### config.mk
export PLATFORM = sky130hd
export DESIGN_NAME = copper_top
export DESIGN_NICKNAME = d
export VERILOG_FILES = /design/src/copper_pkg.sv /design/src/copper_top.sv /design/src/copper_xr_writer.sv /design/src/copper_pos_compare.sv /design/src/copper_sequencer.sv
export SDC_FILE = /design/constraint.sdc
export NUM_CORES = 1
export LEC_CHECK = 0
export BUFFER_PORTS_ARGS = -buffer_cell sky130_fd_sc_hd__buf_4
export CORE_ASPECT_RATIO = 1.25
export CORE_MARGIN = 4
export CORE_UTILIZATION = 33
export DETAILED_ROUTE_END_ITERATION = 8
export HOLD_SLACK_MARGIN = 0.03
export PLACE_DENSITY = 0.52
export REMOVE_ABC_BUFFERS = 1
export SLEW_MARGIN = 25
export SYNTH_ARGS = -nofsm -noshare
export SYNTH_HDL_FRONTEND = slang
export SYNTH_SLANG_ARGS = --single-unit
### constraint.sdc
create_clock -name clk -period 3.2 [get_ports clk]
set_clock_uncertainty 0.2 [all_clocks]
set_input_delay 0.48 -clock clk [delete_from_list [all_inputs] [get_ports clk]]
set_output_delay 0.48 -clock clk [all_outputs]
set_load 0.02 [all_outputs]
### src/copper_pkg.sv
// Shared types and constants for the display coprocessor
// Only the 640x480 mode is covered (800x525 total raster)
package copper_pkg;

    // Program counter width, 2K instruction words
    localparam int COPP_W = 11;

    // MOVE address field widths per variant
    localparam int MOVER_ADDR_W = 8;
    localparam int MOVEF_ADDR_W = 13;
    localparam int MOVEP_ADDR_W = 9;

    typedef logic [15:0]       word_t;
    typedef logic [15:0]       xr_addr_t;
    typedef logic [COPP_W-1:0] copper_pc_t;
    typedef logic [31:0]       copper_insn_t;
    typedef logic [10:0]       hpos_t;
    typedef logic [10:0]       vpos_t;

    // XR region codes, these land in address bits 15..13
    localparam logic [2:0] XR_REGION_REGS   = 3'd0;
    localparam logic [2:0] XR_REGION_TILE   = 3'd1;
    localparam logic [2:0] XR_REGION_COLOR  = 3'd4;
    localparam logic [2:0] XR_REGION_COPPER = 3'd6;

    // Full raster including blanking
    localparam int TOTAL_WIDTH  = 800;
    localparam int TOTAL_HEIGHT = 525;

    // Opcode in instruction bits 31..29
    typedef enum logic [2:0] {
        WAIT  = 3'd0,
        SKIP  = 3'd1,
        JUMP  = 3'd2,
        MOVER = 3'd3,
        MOVEF = 3'd4,
        MOVEP = 3'd5,
        MOVEC = 3'd6,
        RSVD  = 3'd7
    } copper_op_t;

    // Sequencer states
    typedef enum logic [2:0] {
        INIT       = 3'd0,
        FETCH_WAIT = 3'd1,
        LATCH      = 3'd2,
        PRECOMP    = 3'd3,
        EXEC       = 3'd4
    } copper_state_t;

    typedef struct packed {
        hpos_t h;
        vpos_t v;
    } raster_pos_t;

    typedef struct packed {
        xr_addr_t addr;
        word_t    data;
    } xr_write_t;

    // Control word: enable in bit 15, initial PC in the low bits
    typedef struct packed {
        logic       enable;
        logic [3:0] reserved;
        copper_pc_t init_pc;
    } copper_ctrl_t;

endpackage
### src/copper_top.sv
// Display coprocessor top, 640x480 raster only
// Program memory read latency must be exactly one cycle
module copper_top (
    input  logic                     clk,
    input  logic                     copp_reset,

    // Control register write
    input  logic                     cop_xreg_wr_i,
    input  copper_pkg::word_t        cop_xreg_data_i,

    // Current raster position
    input  copper_pkg::raster_pos_t  pos_i,

    // Program memory read port
    output logic                     mem_rd_en_o,
    output copper_pkg::copper_pc_t   mem_rd_addr_o,
    input  copper_pkg::copper_insn_t mem_rd_data_i,

    // XR register write port
    output logic                     xr_wr_en_o,
    output copper_pkg::xr_write_t    xr_wr_o,
    input  logic                     xr_ack_i
);

    copper_pkg::copper_ctrl_t ctrl_word;
    copper_pkg::copper_insn_t insn;
    logic                     precomp;
    logic                     exec;
    logic                     cond_met;

    assign ctrl_word = copper_pkg::copper_ctrl_t'(cop_xreg_data_i);

    copper_sequencer u_sequencer (
        .clk           (clk),
        .copp_reset    (copp_reset),
        .ctrl_wr_i     (cop_xreg_wr_i),
        .ctrl_data_i   (ctrl_word),
        .pos_i         (pos_i),
        .cond_met_i    (cond_met),
        .mem_rd_en_o   (mem_rd_en_o),
        .mem_rd_addr_o (mem_rd_addr_o),
        .mem_rd_data_i (mem_rd_data_i),
        .insn_o        (insn),
        .precomp_o     (precomp),
        .exec_o        (exec)
    );

    copper_pos_compare u_pos_compare (
        .clk        (clk),
        .copp_reset (copp_reset),
        .precomp_i  (precomp),
        .insn_i     (insn),
        .pos_i      (pos_i),
        .cond_met_o (cond_met)
    );

    copper_xr_writer u_xr_writer (
        .clk        (clk),
        .copp_reset (copp_reset),
        .exec_i     (exec),
        .insn_i     (insn),
        .xr_ack_i   (xr_ack_i),
        .xr_wr_en_o (xr_wr_en_o),
        .xr_wr_o    (xr_wr_o)
    );

endmodule

### src/copper_xr_writer.sv
// XR write port for the MOVE opcodes, enable held until acknowledged
// A newer MOVE overwrites a pending write, there is no back-pressure
module copper_xr_writer (
    input  logic                     clk,
    input  logic                     copp_reset,
    input  logic                     exec_i,
    input  copper_pkg::copper_insn_t insn_i,
    input  logic                     xr_ack_i,
    output logic                     xr_wr_en_o,
    output copper_pkg::xr_write_t    xr_wr_o
);

    copper_pkg::copper_op_t op;
    copper_pkg::xr_addr_t   move_addr;
    logic                   is_move;

    assign op = copper_pkg::copper_op_t'(insn_i[31:29]);

    // Address field starts at bit 16, width set by the variant
    always_comb begin
        move_addr = '0;
        is_move   = 1'b1;
        case (op)
            copper_pkg::MOVER: begin
                move_addr        = copper_pkg::xr_addr_t'(insn_i[16 +: copper_pkg::MOVER_ADDR_W]);
                move_addr[15:13] = copper_pkg::XR_REGION_REGS;
            end
            copper_pkg::MOVEF: begin
                move_addr        = copper_pkg::xr_addr_t'(insn_i[16 +: copper_pkg::MOVEF_ADDR_W]);
                move_addr[15:13] = copper_pkg::XR_REGION_TILE;
            end
            copper_pkg::MOVEP: begin
                move_addr        = copper_pkg::xr_addr_t'(insn_i[16 +: copper_pkg::MOVEP_ADDR_W]);
                move_addr[15:13] = copper_pkg::XR_REGION_COLOR;
            end
            copper_pkg::MOVEC: begin
                move_addr        = copper_pkg::xr_addr_t'(insn_i[16 +: copper_pkg::COPP_W]);
                move_addr[15:13] = copper_pkg::XR_REGION_COPPER;
            end
            default: begin
                // Flow control and reserved opcodes write nothing
                is_move = 1'b0;
            end
        endcase
    end

    // Enable, a new MOVE takes priority over the acknowledge
    always_ff @(posedge clk) begin
        if (copp_reset) begin
            xr_wr_en_o <= 1'b0;
        end else if (exec_i && is_move) begin
            xr_wr_en_o <= 1'b1;
        end else if (xr_ack_i) begin
            xr_wr_en_o <= 1'b0;
        end
    end

    // Payload, data word is the low half of the instruction
    always_ff @(posedge clk) begin
        if (exec_i && is_move) begin
            xr_wr_o.addr <= move_addr;
            xr_wr_o.data <= insn_i[15:0];
        end
    end

endmodule

### src/copper_pos_compare.sv
// Raster compare for WAIT and SKIP, sampled on the precomp strobe
// Result is valid from the cycle after precomp until the next one
module copper_pos_compare (
    input  logic                     clk,
    input  logic                     copp_reset,
    input  logic                     precomp_i,
    input  copper_pkg::copper_insn_t insn_i,
    input  copper_pkg::raster_pos_t  pos_i,
    output logic                     cond_met_o
);

    // Target position and flags from the instruction
    copper_pkg::vpos_t target_v;
    copper_pkg::hpos_t target_h;
    logic              ignore_v;
    logic              ignore_h;
    logic              is_skip;

    logic              v_reached;
    logic              h_reached;

    assign target_v = insn_i[16 +: 11];
    assign target_h = insn_i[4 +: 11];
    assign ignore_v = insn_i[0];
    assign ignore_h = insn_i[1];
    // Low opcode bit separates SKIP from WAIT
    assign is_skip  = insn_i[29];

    always_ff @(posedge clk) begin
        if (copp_reset) begin
            v_reached <= 1'b0;
            h_reached <= 1'b0;
        end else if (precomp_i) begin
            v_reached <= (pos_i.v >= target_v);
            h_reached <= (pos_i.h >= target_h);
        end
    end

    // Both ignored means WAIT never ends and SKIP always skips
    always_comb begin
        if (ignore_v && ignore_h) begin
            cond_met_o = is_skip;
        end else begin
            cond_met_o = (ignore_v || v_reached) && (ignore_h || h_reached);
        end
    end

endmodule

### src/copper_sequencer.sv
// Fetch/execute sequencer, never stalls, restarts every frame from the initial PC
// Program memory must return data one cycle after the read strobe
module copper_sequencer (
    input  logic                     clk,
    input  logic                     copp_reset,
    input  logic                     ctrl_wr_i,
    input  copper_pkg::copper_ctrl_t ctrl_data_i,
    input  copper_pkg::raster_pos_t  pos_i,
    input  logic                     cond_met_i,
    output logic                     mem_rd_en_o,
    output copper_pkg::copper_pc_t   mem_rd_addr_o,
    input  copper_pkg::copper_insn_t mem_rd_data_i,
    output copper_pkg::copper_insn_t insn_o,
    output logic                     precomp_o,
    output logic                     exec_o
);

    // Control register contents
    logic                      enable;
    copper_pkg::copper_pc_t    init_pc;

    // Execution state
    copper_pkg::copper_state_t state;
    copper_pkg::copper_pc_t    pc;
    copper_pkg::copper_pc_t    pc_skip;
    copper_pkg::copper_insn_t  insn;
    logic                      rd_strobe;

    // Decoded fields of the latched instruction
    copper_pkg::copper_op_t    op;
    copper_pkg::copper_pc_t    jump_target;

    // End of frame marker, last line just before its end
    logic                      frame_restart;

    assign frame_restart =
        (pos_i.h == copper_pkg::hpos_t'(copper_pkg::TOTAL_WIDTH - 4)) &&
        (pos_i.v == copper_pkg::vpos_t'(copper_pkg::TOTAL_HEIGHT - 1));

    assign op          = copper_pkg::copper_op_t'(insn[31:29]);
    assign jump_target = insn[17 +: copper_pkg::COPP_W];

    assign mem_rd_en_o   = rd_strobe;
    assign mem_rd_addr_o = pc;
    assign insn_o        = insn;

    // Strobes for the comparator and the writer
    assign precomp_o = (state == copper_pkg::PRECOMP);
    assign exec_o    = (state == copper_pkg::EXEC);

    always_ff @(posedge clk) begin
        if (copp_reset) begin
            enable    <= 1'b0;
            init_pc   <= '0;
            pc        <= '0;
            state     <= copper_pkg::INIT;
            rd_strobe <= 1'b0;
        end else begin
            // Read strobe is a one cycle pulse
            rd_strobe <= 1'b0;

            // Reserved bits of the control word are not kept
            if (ctrl_wr_i) begin
                enable  <= ctrl_data_i.enable;
                init_pc <= ctrl_data_i.init_pc;
            end

            if (frame_restart) begin
                // New frame, start over from the initial PC
                state <= copper_pkg::INIT;
                pc    <= init_pc;
            end else begin
                case (state)
                    copper_pkg::INIT: begin
                        // First fetch of a frame or after enabling
                        if (enable) begin
                            state     <= copper_pkg::FETCH_WAIT;
                            rd_strobe <= 1'b1;
                        end
                    end
                    copper_pkg::FETCH_WAIT: begin
                        // Memory still sees the old PC this cycle
                        if (enable) begin
                            state <= copper_pkg::LATCH;
                            pc    <= pc + 1'b1;
                        end else begin
                            state <= copper_pkg::INIT;
                        end
                    end
                    copper_pkg::LATCH: begin
                        state <= copper_pkg::PRECOMP;
                    end
                    copper_pkg::PRECOMP: begin
                        state <= copper_pkg::EXEC;
                    end
                    copper_pkg::EXEC: begin
                        case (op)
                            copper_pkg::WAIT: begin
                                // Keep polling the raster until reached
                                if (cond_met_i) begin
                                    state     <= copper_pkg::FETCH_WAIT;
                                    rd_strobe <= 1'b1;
                                end else begin
                                    state <= copper_pkg::PRECOMP;
                                end
                            end
                            copper_pkg::SKIP: begin
                                if (cond_met_i) begin
                                    pc <= pc_skip;
                                end
                                state     <= copper_pkg::FETCH_WAIT;
                                rd_strobe <= 1'b1;
                            end
                            copper_pkg::JUMP: begin
                                pc        <= jump_target;
                                state     <= copper_pkg::FETCH_WAIT;
                                rd_strobe <= 1'b1;
                            end
                            default: begin
                                // MOVEs and the reserved opcode just fetch on
                                state     <= copper_pkg::FETCH_WAIT;
                                rd_strobe <= 1'b1;
                            end
                        endcase
                    end
                    default: begin
                        state <= copper_pkg::INIT;
                    end
                endcase
            end
        end
    end

    // Instruction register and skip target
    always_ff @(posedge clk) begin
        if (state == copper_pkg::LATCH) begin
            insn <= mem_rd_data_i;
        end
        // PC already points past the current instruction here
        if (state == copper_pkg::PRECOMP) begin
            pc_skip <= pc + 1'b1;
        end
    end

endmodule

Yosys cells after proc, flatten, opt, wreduce, memory -nomap -nowiden
Index checks and enable logic that the tools add are counted.
Word-level totals
  register bits: 105
  input bits: 74
  output and inout port bits: 45
Cells by class
  add/subtract/negate cells: 1
  magnitude comparators: 2
  eq/ne operators: 16
  multiplexer cells: 19
  reduce and logical (&&, ||, !) cells: 13
Operator list (number)
  $pmux W16 S4: 1
  $pmux W11 S2: 2
  $mux W11: 3
  $eq A11 B10 Y1 const B: 2
  $ge A11 B11 Y1: 2
  $pmux W3 S5: 1
  $eq A3 B2 Y1 const B: 4
  $eq A3 B3 Y1 const B: 4
  $add A11 B1 Y11 const B: 1
  $ne A4 B4 Y1 const B: 2
  $mux W1: 7
  $eq A3 B1 Y1 const B: 2
  $logic_not A3 Y1: 2
  $mux W2: 3
  $logic_and A1 B1 Y1: 4
  $reduce_and A4 Y1: 1
  $reduce_or A4 Y1: 1
  $mux W3: 1
  $ne A3 B1 Y1 const B: 1
  $reduce_bool A3 Y1: 1
  $logic_or A1 B1 Y1: 2
  $ne A2 B1 Y1 const B: 1
  $pmux W1 S2: 1
  $reduce_bool A2 Y1: 1
  $reduce_or A2 Y1: 1

Logic depth before layout (Yosys ltp)
Gate-level depths: netlist of run 1.
  word-level depth: 7
  gate-level depth with buffers: 8
  mapped depth without buffers: 7

By module
From an unflattened synthesis of run 1, not the netlist that was laid out.
Unflattened totals
  cells, all modules: 374
  area total of the unflattened synthesis: 4760.8 um^2
By module, submodules not included
  copper_sequencer: times used 1, cells an instance 228, area each 2945.3 um^2
  copper_xr_writer: times used 1, cells an instance 57, area each 1143.6 um^2
  copper_pos_compare: times used 1, cells an instance 89, area each 671.9 um^2

Worst setup path after synthesis of run 1
No wires, ideal clock.
  kind: flip-flop to flip-flop
  start point: register u_sequencer.insn[31], in the netlist u_sequencer.insn_o[31]
  end point: register u_xr_writer.xr_wr_o[0] (netlist name)
  setup time: 423 ps
  arrival: 2308 ps
  data required time: 2577 ps
  slack: 270 ps
  stages on the path, launching flop included: 4
  buffers on the path: 1
  path through: edfxtp_1 -> clkbuf_1 -> xor2_1 -> nor2_1
Between the ends
  longest elaborated chain between the ends: 4
  elaborated cells between the ends (all ways): 7
  those cells by class: eq/ne: 4; mux: 1; reduce/logical: 2
Ends and longest elaborated chain
  from (decl): line copper_sequencer.sv:26  | copper_pkg::copper_insn_t insn;
  from (signal assigned): line copper_sequencer.sv:137  | insn <= mem_rd_data_i;
  $eq A3 B2 Y1 or $eq A3 B3 Y1 (tied branches): line copper_xr_writer.sv:23  | case (op)
  $reduce_or A4 Y1 (no line) *
  $mux W1 *: line copper_xr_writer.sv:23
  $logic_and A1 B1 Y1 *: line copper_xr_writer.sv:60  | if (exec_i && is_move) begin
Every way passes the cells marked *; elsewhere a longest branch is shown, timed or not.
A chain may end at the register's enable or synchronous reset.

Final worst setup path of run 1
  start point: register u_sequencer.insn[30], in the netlist u_sequencer.insn_o[30]
  end point: register u_xr_writer.xr_wr_o[9] (netlist name)
Between the ends
  longest elaborated chain between the ends: 4
  elaborated cells between the ends (all ways): 7
  those cells by class: eq/ne: 4; mux: 1; reduce/logical: 2
Ends and longest elaborated chain (line)
  $eq A3 B2 Y1 or $eq A3 B3 Y1 (tied branches): copper_xr_writer.sv:23
  $reduce_or A4 Y1 (no line) *
  $mux W1 *: copper_xr_writer.sv:23
  $logic_and A1 B1 Y1 *: copper_xr_writer.sv:60
Marks and branches as above.

==> reports/metrics.cfg, run 1 <==
[outcome]
status=completed

[power]
power.internal_uw=2160
power.share.switching_pct=21.3
power_density_nw_per_um2=458
pwr-share-comb_pct=5.2
max-vdd-ir-drop_mv=0.214
switching_power_uw=587
p_leak_uw=0.00248
pwr-share-seq_pct=53.4
finalPower_uw=2750
clockPowerShare_pct=41.4

[floorplan]
ios=119
die_y_um=141
core_area_um2=13800
core.rowCount=48
die-width_um=114
die_area_um2=16100
initial_core_util_pct=33.8

[clocking]
post_cts_buffers=0
root_buffer=clkbuf_16
htree_levels=3
cts_tree=yes
cts_resized=0
cts.clk_slew.worst_paths_ps=80
ctsHoldBuffers=0
numCtsBuffers=9
clock_latency_ps=350
clock-sinks=105
cts_buffer_depth=2

[setup_path]
cp.arrival_ps=2140
worstSetupPathType=flip-flop to flip-flop
worstSetupStartpointType=flip-flop
cp-end-kind=flip-flop
worstPathRequired_ps=2970
crit_fanout=33

[run]
maxCapViolCount=0

[final_layout]
stdcell_count=668
final_common_cell=buf_4
final_util_pct=43.5
drive_gt1_share_pct=30.4
final_cell_mix=buf_4, edfxtp_1, nor2_1
n_antenna_cell=0
nNetsFinal=585
area_growth_pct=28.8

[synth]
synth-simple-area-share_pct=11.9
yosys_warnings=0
synth-async-reset-ratio_pct=0
synth_edf_count=75
syn_area_um2=4660
ys_seq_area_share_pct=61.2
synth-xor-area-share_pct=1.88
muxShareOfSynthArea_pct=3.22
ys_types=53
synth_compound_area_share_pct=11.8
synth_area_per_cell_um2=12.4
netlist_instances=375
synth_seq_cells=105
synthFlopType=edfxtp_1
synth_top_family_by_area=simple AND/OR/NAND/NOR gates
synth_fa_ha_area_share_pct=6.17

[placed_design]
portBuffers=114
place_inst=652
gp_congestion=0.793
hpwl_mm=8.14
place_ws_ps=752

[grt]
busiest_layer=met2
track_usage_pct=13.4
grt_pass1_wl_mm=16.7
grt_pass1_vias=3346
grtUsageMet1_pct=16.7
overflow=0
grt_max_degree=34
antenna_found_initial=0
grtUsageMet3_pct=3.22
use_met2_pct=21.9

[routing]
firstDrtPassIters=5
avgViaCountPerCell=4.81
ant_nets=0
drt_iter0_drc=159
wl_per_cell_um=15.9
drc=0
drt-total-wl_mm=10.6
vias=3214

[sta]
tightest_slew_ps=936
setup-tns-final_ps=0
relSlewSlack_pct=37.5
fmax_ghz=0.422
rsz0062_at_grt=no
period_share_pct=74.0
period_needed_ps=2370
slew_viol_final=0
final-hold-violation-count=0
setup_slack_ps=831
setup_viol=0

[worst_hold_path]
hold_path_class=primary input to flip-flop

==> registers in the layout, indices dropped and copies added (netlist names), 3 cells and up <==
register	flops
u_sequencer.pc_skip	11
u_sequencer.mem_rd_addr_o	11
u_sequencer.insn_o	32
u_xr_writer.xr_wr_o	32
u_sequencer.state	3
u_sequencer.init_pc	11
==> final cells by class <==
type	instances	area, um^2
clock buffer	9	225
inverter	27	101
timing repair buffer	117	878
sequential	105	2850
tap	175	219
multi-input combinational	228	1650
clock inverter	7	86.3
fill	1335	7800
==> critical path, cell delays in order, from the launching register on <==
cell and delay (ps):
edfxtp_1 540, nand2_1 130, xor2_1 290, nor2_4 820
==> final timing paths <==
check        depth (start not counted)  slack [ps]                     end                   start
max                                  3         830  u_xr_writer.xr_wr_o[9]  u_sequencer.insn_o[30]
min                                  1         100  u_sequencer.insn_o[15]       mem_rd_data_i[15]
max reg2reg                          3         830  u_xr_writer.xr_wr_o[9]  u_sequencer.insn_o[30]
min reg2reg                          0         220  u_xr_writer.xr_wr_o[2]   u_sequencer.insn_o[2]
==> layer usage <==
metal	wire, um	up-vias
li1	-	1612
met3	719	20
met5	0	-
met1	4680	1468
met2	4900	114
met4	305	0
==> power groups by stage <==
stage	Combinational (uW)	Clock, uW	Sequential [uW]
floorplan	46.8	0	1500
global placement	143	0	1500
detailed placement	145	0	1500
CTS	145	1180	1470
global route	160	1230	1470
finish	143	1140	1470
==> kinds of logic after synthesis <==
group                    Yosys count
AND/OR/NAND/NOR                  106
XOR/XNOR                          10
flip-flops                       105
buffers and inverters             42
multiplexers                      15
adder cells (fa/ha/maj)           23
AO/OA/AOI/OAI                     74
==> metrics by stage <==
stage                     hold WS, ps  area [um^2]
after floorplan                   200         4590
after global placement            201         5700
after detailed placement          206         5700
after CTS                        85.1         6010
after global routing             86.0         6010
final                            98.2         6010
==> synthesized netlist by cell type (3+ instances only) <==
cell type  instances  area share [%]
dfxtp_1           30              13
and2_1             5            0.67
xor2_1             8             1.5
nor4b_1            3            0.56
nor3_1             3            0.32
a21oi_1           20             2.1
a21o_1             4            0.64
o211ai_1          16             2.6
nor3b_1            3            0.48
nor4_1             3            0.40
ha_1              23             6.2
nor2b_1            4            0.54
and3_1             3            0.40
mux2i_1           15             3.2
clkbuf_1           8            0.64
buf_2              3            0.32
nand4_1            3            0.40
nand2_1           15             1.2
a211oi_2          10             2.7
nand3_1            6            0.64
o21ai_0            6            0.64
edfxtp_1          75              48
nor2_1            45             3.6
inv_1             27             2.2
Note: power is estimated with default switching activity, not from simulation.
==> run 2: changes to the inputs <==
Clock period 3.2 ns to 1.9 ns, I/O delays scaled along.
==> run 2 against run 1 <==
- maximum frequency is 26% higher
- clock power is 56% higher
- non-clock buffer count rose by 102
- via count grew 11%
- critical path depth increased by 2
- die area is the same
- largest power group unchanged
==> reports/metrics.cfg, run 2 (synthesis gave the netlist of run 1 again) <==
[clocking]
numCtsBuffers=9  ; unchanged
clock_latency_ps=340  ; about the same
root_buffer=clkbuf_16
cts.clk_slew.worst_paths_ps=70  ; about the same
htree_levels=3  ; unchanged
cts_tree=yes
clock-sinks=105  ; unchanged
cts_buffer_depth=2  ; unchanged

[routing]
ant_nets=0  ; unchanged
vias=3564  ; +11%
avgViaCountPerCell=4.62  ; -3.9%
firstDrtPassIters=4  ; -1
drt-total-wl_mm=11.5  ; +8.2%
wl_per_cell_um=14.9  ; -6.3%
drt_iter0_drc=123  ; -23%
drc=0  ; unchanged

[floorplan]
die-width_um=114  ; unchanged
die_area_um2=16100  ; unchanged
core.rowCount=48  ; unchanged
core_area_um2=13800  ; unchanged
die_y_um=141  ; unchanged
ios=119  ; unchanged
initial_core_util_pct=33.8  ; unchanged

[placed_design]
gp_congestion=0.858  ; +8.1%
hpwl_mm=8.75  ; +7.6%
place_ws_ps=-156  ; -908 ps
portBuffers=114  ; unchanged
place_area_um2=6140  ; +7.7%
place_inst=704  ; +8.0%

[power]
p_leak_uw=0.00297  ; +20%
max-vdd-ir-drop_mv=0.403  ; +88%
power_density_nw_per_um2=658  ; +44%

[sta]
period_needed_ps=1880  ; -488 ps
slew_viol_final=0  ; unchanged
setup_slack_ps=18.3  ; -812 ps
tightest_slew_ps=523  ; -413 ps
period_share_pct=99.0  ; +25 points
holdWs_ps=56.7  ; -41.4 ps
rsz0062_at_grt=yes
fmax_ghz=0.531  ; +26%
final-hold-violation-count=0  ; unchanged
relSlewSlack_pct=65.0  ; +28 points
setup_viol=0  ; unchanged

[worst_hold_path]
min-delay-start=xr_ack_i
hold_path_class=primary input to flip-flop

[grt]
overflow=0  ; unchanged
track_usage_pct=14.2  ; +0.81 points
grt_pass1_vias=3733  ; +12%
grt_pass1_wl_mm=18.2  ; +8.5%
grt_max_degree=24  ; -29%
antenna_found_initial=0  ; unchanged

[final_layout]
nNetsFinal=688  ; +18%
final_common_cell=buf_4
fill_cells=1275  ; -4.5%
drive_gt1_share_pct=36.6  ; +6.2 points
final_cell_mix=buf_4, edfxtp_1, dlygate4sd3_1
stdcell_count=771  ; +15%
area_growth_pct=49.8
n_antenna_cell=0  ; unchanged
design_area_um2=6990  ; +16%

[setup_path]
worstSetupPathType=flip-flop to flip-flop
crit_fanout=20  ; -39%
crit_start=u_sequencer.state[2]
worstPathRequired_ps=1750  ; -1220 ps
worstSetupStartpointType=flip-flop
r2r-start=u_sequencer.state[2]
cp.arrival_ps=1730  ; -410 ps
cp-end-kind=flip-flop

[outcome]
status=completed

[run]
maxCapViolCount=0  ; unchanged

-- run 2: cell count changes in the layout (fill, tap and decap cells not counted), moves of 2 or more --
cell / change
buf_4: +51
dlygate4sd3_1: +45
buf_12: +5
dfxtp_1: -3
dfxtp_2: +3
or2_4: +2
-- run 2: layout make-up --
| cell class | count | area, um^2 | share of cell area (%) |
|---|---|---|---|
| sequential | 105 | 2860 | 40.9 |
| tap | 175 | 219 | 3.13 |
| inverter | 27 | 101 | 1.45 |
| multi-input combinational | 229 | 1700 | 24.3 |
| clock inverter | 7 | 62.6 | 0.895 |
| clock buffer | 9 | 225 | 3.22 |
| timing repair buffer | 219 | 1820 | 26.1 |
-- run 2: worst max-delay path: stages (launching register included) --
cell,delay (ps)
dfxtp_2,340
or3b_4,430
buf_4,150
buf_4,130
nor2_4,140
buf_12,190
-- run 2: layer usage --
| layer | track usage (%) | wire, um |
|---|---|---|
| met5 | 0 | 0 |
| met4 | 4.19 | 183 |
| met3 | 3.48 | 656 |
| met2 | 24.4 | 5610 |
| met1 | 17.7 | 5020 |
-- run 2: path summary, 6_finish.rpt --
path | endpoint | slack, ps | cells past startpoint
worst max register to register | u_xr_writer.xr_wr_o[4] | 20 | 5
worst max-delay path | u_xr_writer.xr_wr_o[4] | 20 | 5
worst min-delay path | u_xr_writer.xr_wr_en_o | 60 | 4
worst min register to register | u_xr_writer.xr_wr_o[15] | 220 | 0
-- run 2: repair_timing --
| item | in CTS | in global routing |
|---|---|---|
| setup endpoints to repair | 12 | 32 |
| gates resized for setup | 11 | 9 |
| pin swaps | 1 | 11 |
| cloned | 1 | 0 |
| hold buffers | 45 | 0 |
| endpoints found under the hold margin | 49 | 0 |
| buffers inserted | 5 | 0 |
-- run 2: power breakdown --
part | internal, uW | switching (uW) | leakage, uW | total, uW
registers | 2460 | 12.1 | 0.000923 | 2470
clock network | 915 | 862 | 0.000143 | 1780
logic | 226 | 128 | 0.00191 | 353
-- run 2: metrics by stage --
step	TNS (ps)	util [%]	power (uW)
5_1_grt	-1170	50.6	4760
2_1_floorplan	-58000	-	2600
3_5_place_dp	-1690	44.4	2800
4_1_cts	-54.4	50.3	4660
3_3_place_gp	-1770	44.4	2790
6_report	0	50.6	4600
